--- src/posit_div_pkg.sv ---
/* Shared constants of the posit divider: word size, reciprocal seed
   table geometry and pipeline depth */
`default_nettype none

package posit_div_pkg;

	//////////////////////////////////////////////////////////////////////
	// Word format
	//////////////////////////////////////////////////////////////////////

	// Fixed 16-bit posit, the reciprocal widths below only hold for this size
	localparam int POSIT_N = 16;

	// Width of a regime run count
	localparam logic [3:0] LOG2_N = 4'($clog2(POSIT_N));

	// Per module, from ES:
	//   mantissa width = POSIT_N - ES
	//   scale width    = LOG2_N + ES + 2 (signed regime joined to exponent)

	//////////////////////////////////////////////////////////////////////
	// Reciprocal seed table
	//////////////////////////////////////////////////////////////////////

	localparam int RECIP_AW = 8;    // Top fraction bits of the divisor
	localparam int RECIP_DW = 9;    // Seed is 0.ddddddddd

	//////////////////////////////////////////////////////////////////////
	// Pipeline
	//////////////////////////////////////////////////////////////////////

	// Decode, divide and encode register stages
	localparam int PIPE_DEPTH = 3;

endpackage

`default_nettype wire

--- src/posit_decode.sv ---
/* Input stage: zero and NaR tests, regime, exponent and mantissa unpacking
   of both operands, first pipeline register */
`timescale 1ns/1ns
`default_nettype none

module posit_decode #(
	parameter int ES = 2,
	localparam int N = posit_div_pkg::POSIT_N,
	localparam int MANT_W = N - ES,
	localparam int SCALE_W = posit_div_pkg::LOG2_N + ES + 2
) (
	input  logic                      clk,
	input  logic                      arst_n_i,
	input  logic                      start_i,
	input  logic [N-1:0]              in1_i,
	input  logic [N-1:0]              in2_i,
	output logic                      vld_o,
	output logic                      sign_o,
	output logic                      inf_o,
	output logic                      zero_o,
	output logic signed [SCALE_W-1:0] scale1_o,
	output logic signed [SCALE_W-1:0] scale2_o,
	output logic [MANT_W:0]           mant1_o,
	output logic [MANT_W:0]           mant2_o
);
	localparam int LW = posit_div_pkg::LOG2_N;

	// Leading-one search, halving the window at each level of the tree
	function automatic logic [LW-1:0] lead_zeros(input logic [N-1:0] v);
		logic [N-1:0] w;
		logic [LW-1:0] cnt;
		w = v;
		for (int lvl = LW - 1; lvl >= 0; lvl--) begin
			cnt[lvl] = ~|(w >> (N - (1 << lvl)));
			if (cnt[lvl])
				w = w << (1 << lvl);
		end
		return cnt;
	endfunction

	logic [N-1:0] op [2];
	logic op_nz [2];
	logic op_nar [2];
	logic op_zero [2];
	logic signed [SCALE_W-1:0] op_scale [2];
	logic [MANT_W:0] op_mant [2];

	assign op[0] = in1_i;
	assign op[1] = in2_i;

	for (genvar i = 0; i < 2; i++) begin : g_op
		logic [N-1:0] mag;
		logic [N-1:0] mag_r;
		logic [N-1:0] body;
		logic rc;
		logic [LW-1:0] k;
		logic signed [LW+1:0] regv;

		assign op_nz[i] = |op[i][N-2:0];
		assign op_nar[i] = op[i][N-1] & ~op_nz[i];
		assign op_zero[i] = ~op[i][N-1] & ~op_nz[i];

		always_comb begin
			mag = op[i][N-1] ? -op[i] : op[i];
			rc = mag[N-2];                          // Regime run polarity
			mag_r = rc ? ~mag : mag;
			k = lead_zeros({mag_r[N-2:0], rc});     // rc closes an all-ones run
			regv = rc ? $signed({2'b00, k - 1'b1}) : -$signed({2'b00, k});
			body = {mag[N-3:0], 2'b00} << k;        // Exponent lands on top
		end

		assign op_scale[i] = {regv, body[N-1 -: ES]};   // regime * 2^ES + exp
		assign op_mant[i] = {op_nz[i], body[N-ES-1:0]}; // Hidden bit cleared for zero
	end

	//////////////////////////////////////////////////////////////////////
	// Stage 1 register
	//////////////////////////////////////////////////////////////////////

	always_ff @(posedge clk or negedge arst_n_i) begin
		if (!arst_n_i)
			vld_o <= 1'b0;
		else
			vld_o <= start_i;
	end

	always_ff @(posedge clk) begin
		if (start_i) begin
			sign_o <= in1_i[N-1] ^ in2_i[N-1];
			inf_o <= op_nar[0] | op_zero[1];   // NaR / x, x / 0
			zero_o <= op_zero[0] | op_nar[1];  // 0 / x, x / NaR
			scale1_o <= op_scale[0];
			scale2_o <= op_scale[1];
			mant1_o <= op_mant[0];
			mant2_o <= op_mant[1];
		end
	end

endmodule

`default_nettype wire

--- src/posit_recip.sv ---
/* Divisor reciprocal: elaborated seed table and one Newton-Raphson step */
`timescale 1ns/1ns
`default_nettype none

module posit_recip #(
	parameter int ES = 2,
	localparam int MANT_W = posit_div_pkg::POSIT_N - ES
) (
	input  logic [MANT_W:0] mant_i,   // 1.f
	output logic [MANT_W:0] recip_o   // 0.r, weight of MSB is 1/2
);
	localparam int AW = posit_div_pkg::RECIP_AW;
	localparam int DW = posit_div_pkg::RECIP_DW;
	localparam int PW = DW + MANT_W + 1;   // Seed times divisor
	localparam int TW = MANT_W + 2;        // Truncated correction 1.t
	localparam int XW = DW + TW;

	// 2^18 / (2a + 513), i.e. 1/d at the midpoint of the address interval
	function automatic logic [DW-1:0] seed_of(input int a);
		int q;
		q = (1 << (2 * DW)) / (2 * a + (1 << DW) + 1);
		if (q > (1 << DW) - 1)
			q = (1 << DW) - 1;
		return DW'(q);
	endfunction

	logic [DW-1:0] seed_tab [1 << AW];
	logic [DW-1:0] seed;
	logic [PW-1:0] prod;
	logic [PW:0] corr;
	logic [TW-1:0] corr_t;
	logic [XW-1:0] x1;

	for (genvar a = 0; a < (1 << AW); a++) begin : g_seed
		assign seed_tab[a] = seed_of(a);
	end

	assign seed = seed_tab[mant_i[MANT_W-1 -: AW]];

	//////////////////////////////////////////////////////////////////////
	// x1 = x0 * (2 - x0 * d)
	//////////////////////////////////////////////////////////////////////

	assign prod = seed * mant_i;                        // Close to 1.0
	assign corr = {1'b1, {PW{1'b0}}} - {1'b0, prod};   // 2 - x0*d
	assign corr_t = corr[PW-1 -: TW];
	assign x1 = seed * corr_t;

	// NR approaches 1/d from below, so x1 never reaches one
	assign recip_o = x1[XW-2 -: MANT_W+1];

endmodule

`default_nettype wire

--- src/posit_divide_core.sv ---
/* Processing stage: mantissa quotient with power-of-two bypass,
   normalization, scale difference with borrow, second pipeline register */
`timescale 1ns/1ns
`default_nettype none

module posit_divide_core #(
	parameter int ES = 2,
	localparam int MANT_W = posit_div_pkg::POSIT_N - ES,
	localparam int SCALE_W = posit_div_pkg::LOG2_N + ES + 2
) (
	input  logic                      clk,
	input  logic                      arst_n_i,
	input  logic                      vld_i,
	input  logic                      sign_i,
	input  logic                      inf_i,
	input  logic                      zero_i,
	input  logic signed [SCALE_W-1:0] scale1_i,
	input  logic signed [SCALE_W-1:0] scale2_i,
	input  logic [MANT_W:0]           mant1_i,
	input  logic [MANT_W:0]           mant2_i,
	output logic                      vld_o,
	output logic                      sign_o,
	output logic                      inf_o,
	output logic                      zero_o,
	output logic signed [SCALE_W:0]   scale_o,
	output logic [2*MANT_W+1:0]       frac_o
);
	localparam int QW = 2 * MANT_W + 2;   // Quotient 1.q, one bit per weight

	logic [MANT_W:0] recip;
	logic [QW-1:0] prod;
	logic [QW-1:0] quo;
	logic [QW-1:0] quo_n;
	logic byp;
	logic below;
	logic signed [SCALE_W:0] scale_d;

	posit_recip #(
		.ES(ES)
	) u_recip (
		.mant_i (mant2_i),
		.recip_o(recip)
	);

	assign byp = ~|mant2_i[MANT_W-1:0];   // Divisor is a power of two

	assign prod = mant1_i * recip;
	assign quo = byp ? {mant1_i, {(MANT_W + 1){1'b0}}} : prod;

	//////////////////////////////////////////////////////////////////////
	// Normalize to [1, 2)
	//////////////////////////////////////////////////////////////////////

	assign below = ~quo[QW-1];
	assign quo_n = below ? quo << 1 : quo;

	assign scale_d = scale1_i - scale2_i - $signed({1'b0, below});

	always_ff @(posedge clk or negedge arst_n_i) begin
		if (!arst_n_i)
			vld_o <= 1'b0;
		else
			vld_o <= vld_i;
	end

	always_ff @(posedge clk) begin
		if (vld_i) begin
			sign_o <= sign_i;
			inf_o <= inf_i;
			zero_o <= zero_i;
			scale_o <= scale_d;
			frac_o <= quo_n;
		end
	end

endmodule

`default_nettype wire

--- src/posit_encode.sv ---
/* Output stage: regime and exponent packing, round to nearest even,
   re-negation, special values and the final pipeline register */
`timescale 1ns/1ns
`default_nettype none

module posit_encode #(
	parameter int ES = 2,
	localparam int N = posit_div_pkg::POSIT_N,
	localparam int MANT_W = N - ES,
	localparam int SCALE_W = posit_div_pkg::LOG2_N + ES + 2
) (
	input  logic                    clk,
	input  logic                    arst_n_i,
	input  logic                    vld_i,
	input  logic                    sign_i,
	input  logic                    inf_i,
	input  logic                    zero_i,
	input  logic signed [SCALE_W:0] scale_i,
	input  logic [2*MANT_W+1:0]     frac_i,
	output logic                    done_o,
	output logic [N-1:0]            out_o,
	output logic                    inf_o,
	output logic                    zero_o
);
	localparam int LW = posit_div_pkg::LOG2_N;
	localparam int RW = SCALE_W + 1 - ES;          // Regime value width
	localparam int VW = 2 + ES + 2 * MANT_W + 1 + N;  // Room for the right shift

	logic neg;
	logic signed [RW-1:0] k;
	logic [RW-1:0] run;
	logic sat;
	logic signed [VW-1:0] vec;
	logic signed [VW-1:0] shv;
	logic [N-2:0] body;
	logic [N-2:0] body_rnd;
	logic lsb;
	logic grd;
	logic rnd;
	logic stk;
	logic ulp;
	logic [N-1:0] mag;
	logic [N-1:0] res;

	//////////////////////////////////////////////////////////////////////
	// Regime run and packing
	//////////////////////////////////////////////////////////////////////

	assign neg = scale_i[SCALE_W];
	assign k = scale_i[SCALE_W:ES];      // floor(scale / 2^ES)
	assign run = neg ? ~k : k;           // Extra run bits beyond the first

	// Regime alone fills the body, so no bits are left to round
	assign sat = run >= RW'(N - 2);

	// 10 seeds a ones run, 01 a zeros run, the sign fill stretches it
	assign vec = {~neg, neg, scale_i[ES-1:0], frac_i[2*MANT_W:0], {N{1'b0}}};
	assign shv = vec >>> run[LW-1:0];

	assign body = shv[VW-1 -: N-1];
	assign lsb = shv[VW-N+1];
	assign grd = shv[VW-N];
	assign rnd = shv[VW-N-1];
	assign stk = |shv[VW-N-2:0];

	//////////////////////////////////////////////////////////////////////
	// Round to nearest even, then saturate at maxpos / minpos
	//////////////////////////////////////////////////////////////////////

	assign ulp = grd & (lsb | rnd | stk);

	always_comb begin
		if (!sat)
			body_rnd = body + ulp;
		else if (neg)
			body_rnd = (N-1)'(1);          // minpos, never round to zero
		else
			body_rnd = '1;                 // maxpos
	end

	assign mag = {1'b0, body_rnd};
	assign res = sign_i ? -mag : mag;

	always_ff @(posedge clk or negedge arst_n_i) begin
		if (!arst_n_i)
			done_o <= 1'b0;
		else
			done_o <= vld_i;
	end

	always_ff @(posedge clk) begin
		if (vld_i) begin
			inf_o <= inf_i;
			zero_o <= zero_i;
			if (inf_i)
				out_o <= {1'b1, {(N - 1){1'b0}}};   // NaR
			else if (zero_i)
				out_o <= '0;
			else
				out_o <= res;
		end
	end

endmodule

`default_nettype wire

--- src/posit_div_top.sv ---
/* Three-stage pipelined posit divider: decode, divide, encode */
`timescale 1ns/1ns
`default_nettype none

module posit_div_top #(
	parameter int ES = 2,
	localparam int N = posit_div_pkg::POSIT_N,
	localparam int MANT_W = N - ES,
	localparam int SCALE_W = posit_div_pkg::LOG2_N + ES + 2
) (
	input  logic         clk,
	input  logic         arst_n_i,
	input  logic         start_i,
	input  logic [N-1:0] in1_i,      // Dividend
	input  logic [N-1:0] in2_i,      // Divisor
	output logic [N-1:0] out_o,
	output logic         inf_o,
	output logic         zero_o,
	output logic         done_o
);
	// Decode to divide
	logic d_vld;
	logic d_sign;
	logic d_inf;
	logic d_zero;
	logic signed [SCALE_W-1:0] d_scale1;
	logic signed [SCALE_W-1:0] d_scale2;
	logic [MANT_W:0] d_mant1;
	logic [MANT_W:0] d_mant2;

	// Divide to encode
	logic c_vld;
	logic c_sign;
	logic c_inf;
	logic c_zero;
	logic signed [SCALE_W:0] c_scale;
	logic [2*MANT_W+1:0] c_frac;

	posit_decode #(.ES(ES)) u_decode (
		.clk     (clk),
		.arst_n_i(arst_n_i),
		.start_i (start_i),
		.in1_i   (in1_i),
		.in2_i   (in2_i),
		.vld_o   (d_vld),
		.sign_o  (d_sign),
		.inf_o   (d_inf),
		.zero_o  (d_zero),
		.scale1_o(d_scale1),
		.scale2_o(d_scale2),
		.mant1_o (d_mant1),
		.mant2_o (d_mant2)
	);

	posit_divide_core #(.ES(ES)) u_core (
		.clk     (clk),
		.arst_n_i(arst_n_i),
		.vld_i   (d_vld),
		.sign_i  (d_sign),
		.inf_i   (d_inf),
		.zero_i  (d_zero),
		.scale1_i(d_scale1),
		.scale2_i(d_scale2),
		.mant1_i (d_mant1),
		.mant2_i (d_mant2),
		.vld_o   (c_vld),
		.sign_o  (c_sign),
		.inf_o   (c_inf),
		.zero_o  (c_zero),
		.scale_o (c_scale),
		.frac_o  (c_frac)
	);

	posit_encode #(.ES(ES)) u_encode (
		.clk     (clk),
		.arst_n_i(arst_n_i),
		.vld_i   (c_vld),
		.sign_i  (c_sign),
		.inf_i   (c_inf),
		.zero_i  (c_zero),
		.scale_i (c_scale),
		.frac_i  (c_frac),
		.done_o  (done_o),
		.out_o   (out_o),
		.inf_o   (inf_o),
		.zero_o  (zero_o)
	);

endmodule

`default_nettype wire

--- config.mk ---
export PLATFORM = sky130hd
export DESIGN_NAME = posit_div_top
export DESIGN_NICKNAME = d
export VERILOG_FILES = /design/src/posit_div_pkg.sv /design/src/posit_decode.sv /design/src/posit_recip.sv /design/src/posit_divide_core.sv /design/src/posit_encode.sv /design/src/posit_div_top.sv
export SDC_FILE = /design/constraint.sdc
export NUM_CORES = 2
export LEC_CHECK = 0
export BUFFER_PORTS_ARGS = -buffer_cell sky130_fd_sc_hd__buf_2
export CAP_MARGIN = 20
export CORE_ASPECT_RATIO = 0.8
export CORE_MARGIN = 2
export CORE_UTILIZATION = 40
export DETAILED_ROUTE_END_ITERATION = 6
export PLACE_DENSITY = 0.53
export SETUP_SLACK_MARGIN = 0.5
export SLEW_MARGIN = 20
export SYNTH_ARGS = -nofsm -noshare
export SYNTH_HDL_FRONTEND = slang
export SYNTH_SLANG_ARGS = --single-unit
--- constraint.sdc ---
create_clock -name clk -period 31 [get_ports clk]
set_input_delay 4.65 -clock clk [delete_from_list [all_inputs] [get_ports clk]]
set_output_delay 4.65 -clock clk [all_outputs]
set_load 0.05 [all_outputs]
; ---- Word level (Yosys, flattened, before mapping)
; Memories as Yosys holds them, arrays and structs flattened.
; Index checks and enable logic that the tools add are counted.
[totals]
reg_bits = 111
romBits = 2304
in_bits = 35
out_inout_bits = 19
word_cells = 102
memories = 1
[mem_list]
columns = memory, depth, word_bits, read_ports, rd_ports_with_merged_regs, write_ports, line_no
row1 = (name not given), 256, 9, 1, 0, 0, posit_recip.sv:38  ; assign seed = seed_tab[mant_i[MANT_W-1 -: AW]];
[op_classes]
addsub = 11
n_mul = 3
n_lt_le_gt_ge = 2
n_shift = 3
muxes = 21
n_bitwise = 20
reduce_logical = 19
[ops]
columns = operator, count
row1 = 16-bit 2-to-1 mux, 8
row2 = 15-bit 2-to-1 mux, 6
row3 = 49-bit by 4-bit >>> shifter with 49-bit output, 1
row4 = 32-bit OR reduction, 1
row5 = 16-bit by 4-bit << shifter with 16-bit output, 2
row6 = 15-bit by 15-bit multiplier with 30-bit output, 1
row7 = 30-bit 2-to-1 mux, 1
row8 = 15-bit negation, 2
row9 = 15-bit inverter, 2
row10 = 15-bit OR reduction, 2
row11 = 29-bit 2-to-1 mux, 1
row12 = 9-bit by 15-bit multiplier with 24-bit output, 1
row13 = 9-bit by 16-bit multiplier with 24-bit output, 1
row14 = 1-bit by 24-bit subtractor with 24-bit output (first input constant), 1
row15 = 9-bit 2-to-1 mux, 2
row16 = 15-bit negation with 16-bit output, 1
row17 = 8-bit OR reduction, 2
row18 = 15-bit by 1-bit adder with 15-bit output, 1
row19 = 14-bit OR reduction, 1
row20 = 4-bit negation with 6-bit output, 2
row21 = 9-bit >= comparator (second input constant), 1
row22 = 8-bit inverter with 9-bit output, 1
row23 = 8-bit by 8-bit subtractor with 9-bit output, 1
row24 = 9-bit by 2-bit subtractor with 9-bit output, 1
row25 = 12 further kinds, 36

; ---- Logic depth before layout (Yosys ltp)
[depth]
ltp_word = 13
mapped_depth = 84
ltp_nobuf = 80

; ---- Modules after synthesis
; Synthesis repeated with hierarchy kept, for this count alone.
[hier_totals]
cells_unflattened = 3366
hier_area_um2 = 28707.5
[by_module_without_submodules]
columns = mod, n_inst, cells_each, area_each_um2
row1 = posit_recip, 1, 1302, 10381.2
row2 = posit_divide_core, 1, 1071, 9878.2
row3 = posit_decode, 1, 486, 4395.5
row4 = posit_encode, 1, 507, 4052.6

; ---- Worst setup path after synthesis
; OpenSTA, ideal clock, no wires.
[synth_path]
path_kind = flip-flop to flip-flop
startpoint = register u_decode.mant2_o[6]
endpoint = register u_core.scale_o[7] (data pin)
setup_ns = 0.258
t_arrival_ns = 18.325
required_time_ns = 30.742
slack_ns = 12.417
path_stages_with_launch = 76
path_buffers = 5
period_less_slack_ns = 18.583
path_cell_list = edfxtp_1 > clkbuf_1 > clkinv_1 > ha_1 > clkbuf_1 > nor2b_1 > or3_1 > a31o_2 > a22oi_1 > nor3b_1 > clkbuf_1 > clkbuf_1 > and2_1 > fa_1 > inv_1 > fa_1 > fa_1 > fa_1 > [40 not listed] > a21o_1 > a31o_2 > o211a_1 > o311ai_0 > a21oi_1 > xnor2_1 > a21o_1 > inv_2 > fa_1 > inv_1 > ha_1 > o21ai_0 > nand3b_1 > a21o_1 > a21o_1 > a21o_1 > a21oi_1 > xnor2_1
[synth_between]
elab_chain_cells = 11
[synth_rtl]
columns = item, line_no
row1 = from (decl), posit_decode.sv:24  ; output logic [MANT_W:0] mant2_o
row2 = from (signal assigned), posit_decode.sv:95  ; mant2_o <= op_mant[1];
row3 = 8-bit inverter with 9-bit output (implied by the code), posit_recip.sv:38
row4 = memory 256 x 9 bit, --
row5 = 9-bit 2-to-1 mux (implied by the code) (2 in a row), posit_recip.sv:38
row6 = 9-bit by 15-bit multiplier with 24-bit output, posit_recip.sv:44  ; assign prod = seed * mant_i;
row7 = 1-bit by 24-bit subtractor with 24-bit output, posit_recip.sv:45  ; assign corr = {1'b1, {PW{1'b0}}} - {1'b0, prod};
row8 = 9-bit by 16-bit multiplier with 24-bit output, posit_recip.sv:47  ; assign x1 = seed * corr_t;
row9 = 15-bit by 15-bit multiplier with 30-bit output, posit_divide_core.sv:47  ; assign prod = mant1_i * recip;
row10 = 30-bit 2-to-1 mux *, posit_divide_core.sv:48  ; assign quo = byp ? {mant1_i, {(MANT_W + 1){1'b0}}} : prod;
row11 = 1-bit inverter *, posit_divide_core.sv:54  ; assign below = ~quo[QW-1];
row12 = 9-bit by 2-bit subtractor with 9-bit output *, posit_divide_core.sv:57  ; assign scale_d = scale1_i - scale2_i - $signed({1'b0, below});
row13 = via u_core.scale_d[7], posit_divide_core.sv:36  ; logic signed [SCALE_W:0] scale_d;
row14 = to (signal assigned), posit_divide_core.sv:71  ; scale_o <= scale_d;
row15 = to (decl), posit_divide_core.sv:25  ; output logic signed [SCALE_W:0] scale_o,
; The timed path passes the listed nets; every way through them passes the cells marked *. The select of a mux whose other input is x is not followed.
; A chain may end at the register's enable or synchronous reset.

; ---- Worst setup path in the final report
; Ends and elaborated chain as after synthesis.

==> impl_metrics.env <==
export IMPL_status="finished, final reports clean"
export IMPL_ys_types=102
export IMPL_cts_made_buffers=9
export IMPL_vias=22700
export IMPL_arrival_ns=21.07
export IMPL_first_global_vias=22800
export IMPL_postCtsSetupRepairBufs=0
export IMPL_start_util_pct=40.2
export IMPL_slowest_delay_ns=0.79
export IMPL_cp_end_kind="flip-flop"
export IMPL_clock_path_buffers=2
export IMPL_grt_antenna_before_repair=0
export IMPL_netlist_area_mm2=0.0263
export IMPL_clock_latency_ns=0.39
export IMPL_drt_iter0_markers=2158
export IMPL_cp_required_ns=31.14
export IMPL_grt_ovfl_total=0
export IMPL_synth_top_cell_area_share_pct=24.2
export IMPL_final_common_cell="inv_1"
export IMPL_io_buffers=53
export IMPL_core_area_mm2=0.0654
export IMPL_crit_path_max_fanout=28
export IMPL_yosysWarningCount=0
export IMPL_synth_compound_area_share_pct=16.4
export IMPL_synth_top_cell_by_area="fa_1"
export IMPL_ys_seq_area_share_pct=11.9
export IMPL_slowest_stage="xnor2_2"
export IMPL_async_flop_share_pct=2.86
export IMPL_ys_ff_latch=105
export IMPL_cp_start_kind="flip-flop"
export IMPL_insertedDiodeCount=0
export IMPL_drtPass1Iterations=7
export IMPL_synth_edf_count=102
export IMPL_tns_ns=0
export IMPL_setup_viol=0
export IMPL_place_inst=3953
export IMPL_ioPinCount=54
export IMPL_timing_final_crit_share_pct=67.5
export IMPL_whs_ns=0.581
export IMPL_cts_tree="built"
export IMPL_wl_per_cell_um=19.4
export IMPL_ctsHoldBuffers=0
export IMPL_slew_violations=0
export IMPL_drc=0
export IMPL_worst_path_most_repeated_cell="fa_1"
export IMPL_min_period_ns=20.92
export IMPL_synth_simple_area_share_pct=18.7
export IMPL_final_nets=3677
export IMPL_cts_max_level=3
export IMPL_synthXorXnorAreaFrac_pct=4.26
export IMPL_tightest_slew_ns=1.07
export IMPL_synth_main_ff_cell="edfxtp_1"
export IMPL_seq_area_mm2=0.00314
export IMPL_die_area_mm2=0.0678
export IMPL_placementRows=84
export IMPL_fin_cells=3969
export IMPL_drt_wl_total_um=77100
export IMPL_nFillCells=6627
export IMPL_viasPerCell=5.73
export IMPL_clock_skew_ns=0.0103
export IMPL_synth_area_leaders="fa_1 24%, edfxtp_1 12%, ha_1 11%"
export IMPL_grt_pass1_wl_um=127000
export IMPL_rsz0062_at_grt="no"
export IMPL_hold_path_class="flip-flop to flip-flop"
export IMPL_syn_to_final_growth_pct=5.03
export IMPL_synth_avg_cell_area_um2=8.31
export IMPL_critical_path_class="flip-flop to flip-flop"
export IMPL_die_x_um=291
export IMPL_relSlewSlack_pct=28.7
export IMPL_max_freq_mhz=47.8
export IMPL_layout_common_cells="460 x inv_1, 317 x fa_1, 298 x nand2_1"
export IMPL_dp_hpwl_um=60700
export IMPL_synth_mux_area_share_pct=4.79
export IMPL_post_route_cells_drive_above_1_share_pct=5.73
export IMPL_multi_input_area_mm2=0.0208
export IMPL_synth_top_family_by_area="adder cells"
export IMPL_synthAdderAreaFrac_pct=34.7
export IMPL_track_usage_pct=23.3
export IMPL_cap_violations=0
export IMPL_die_height_um=233
export IMPL_cts_root_buffer_cell="clkbuf_16"
export IMPL_synthCells=3162
export IMPL_final_hold_violation_count=0
export IMPL_cts_resized_gates=0
export IMPL_drtAntennaViolNets=0
export IMPL_grt_max_degree=60
export IMPL_path_clk_slew_ns=0.08
export IMPL_place_congestion=0.920
export IMPL_clock_sink_count=105
[path summary, 6_finish.rpt]
path / cells after the start / slack [ns] / start / to
min in group asynchronous: 1 / 4.07 / arst_n_i / u_core.vld_o
max in group asynchronous: 1 / 26.79 / arst_n_i / u_encode.done_o
hold / removal: 0 / 0.58 / u_decode.sign_o / u_core.sign_o
setup reg to reg: 73 / 10.08 / u_decode.mant2_o[6] / u_core.scale_o[7]
setup / recovery: 73 / 10.08 / u_decode.mant2_o[6] / u_core.scale_o[7]
hold reg to reg: 0 / 0.58 / u_decode.sign_o / u_core.sign_o
[metal layers]
metal,GRT usage (%),wire [um],vias up
met5,0,0,-
met4,4.39,1110,0
met3,2.47,4230,66
met2,36.3,33700,746
met1,35.1,38000,11300
li1,-,-,10600
[worst max-delay path, delay by kind of cell (launching register included)]
kind | cells | cell delay (ns)
buffers and inverters | 12 | 1.59
xor gates and xnor gates | 4 | 1.34
DFF | 1 | 0.74
adders and majority gates | 21 | 8.81
muxes | 1 | 0.33
and+or+nand+nor | 8 | 1.53
AOI/OAI and AO/OA | 27 | 6.25
[sequential cells by signal, summed over array words and instances (netlist names), 8 cells and up]
| signal | count |
|---|---|
| u_decode.mant1_o | 13 |
| u_core.scale_o | 9 |
| u_encode.out_o | 16 |
| u_core.frac_o | 27 |
| u_decode.scale2_o | 8 |
| u_decode.mant2_o | 13 |
| u_decode.scale1_o | 8 |
[synth_stat cells, drive strengths merged, types with 13 or more instances]
library cell,count
xnor2,75
ha,221
a21o,38
a31oi,34
xor2,52
or4,13
edfxtp,102
nor2,284
a22oi,19
clkbuf,128
nand2b,43
nor3,56
nor4,14
nand4,17
buf,30
o21a,17
o21ai,124
mux2i,102
a221oi,15
o31ai,24
or2,15
o211ai,21
a21oi,131
o22ai,18
nand2,298
nand3,59
and2,137
or3,24
a211oi,30
fa,317
nor2b,27
inv,463
o311ai,17
[cells by family (layout without fill, tap and decap cells)]
| logic type | after synthesis | count (layout) |
|---|---|---|
| DFF | 105 | 105 |
| and+or+nand+nor | 1021 | 1021 |
| AOI/OAI and AO/OA | 626 | 626 |
| adders and majority gates | 539 | 539 |
| muxes | 118 | 118 |
| buffers and inverters | 624 | 570 |
| xor gates and xnor gates | 127 | 127 |
| other | 2 | 3 |
[through the flow]
step,util [%],cell area (um2),worst slack [ns]
after floorplan,-,26300,12.42
after global placement,41.7,27300,10.15
after detailed placement,41.8,27300,10.06
after CTS,42.2,27600,10.00
after global routing,42.2,27600,8.51
final,42.2,27600,10.08
[cell type report]
class	count	share of cell area [%]
Multi-Input combinational cell	2434	75.5
Timing Repair Buffer	88	1.91
Clock buffer	9	0.816
Inverter	466	6.35
Sequential cell	105	11.4
Clock inverter	7	0.168
Tap cell	860	3.90
Power is not shown: default switching activity piles up to over one toggle a cycle in this logic, so the estimate is an artifact.
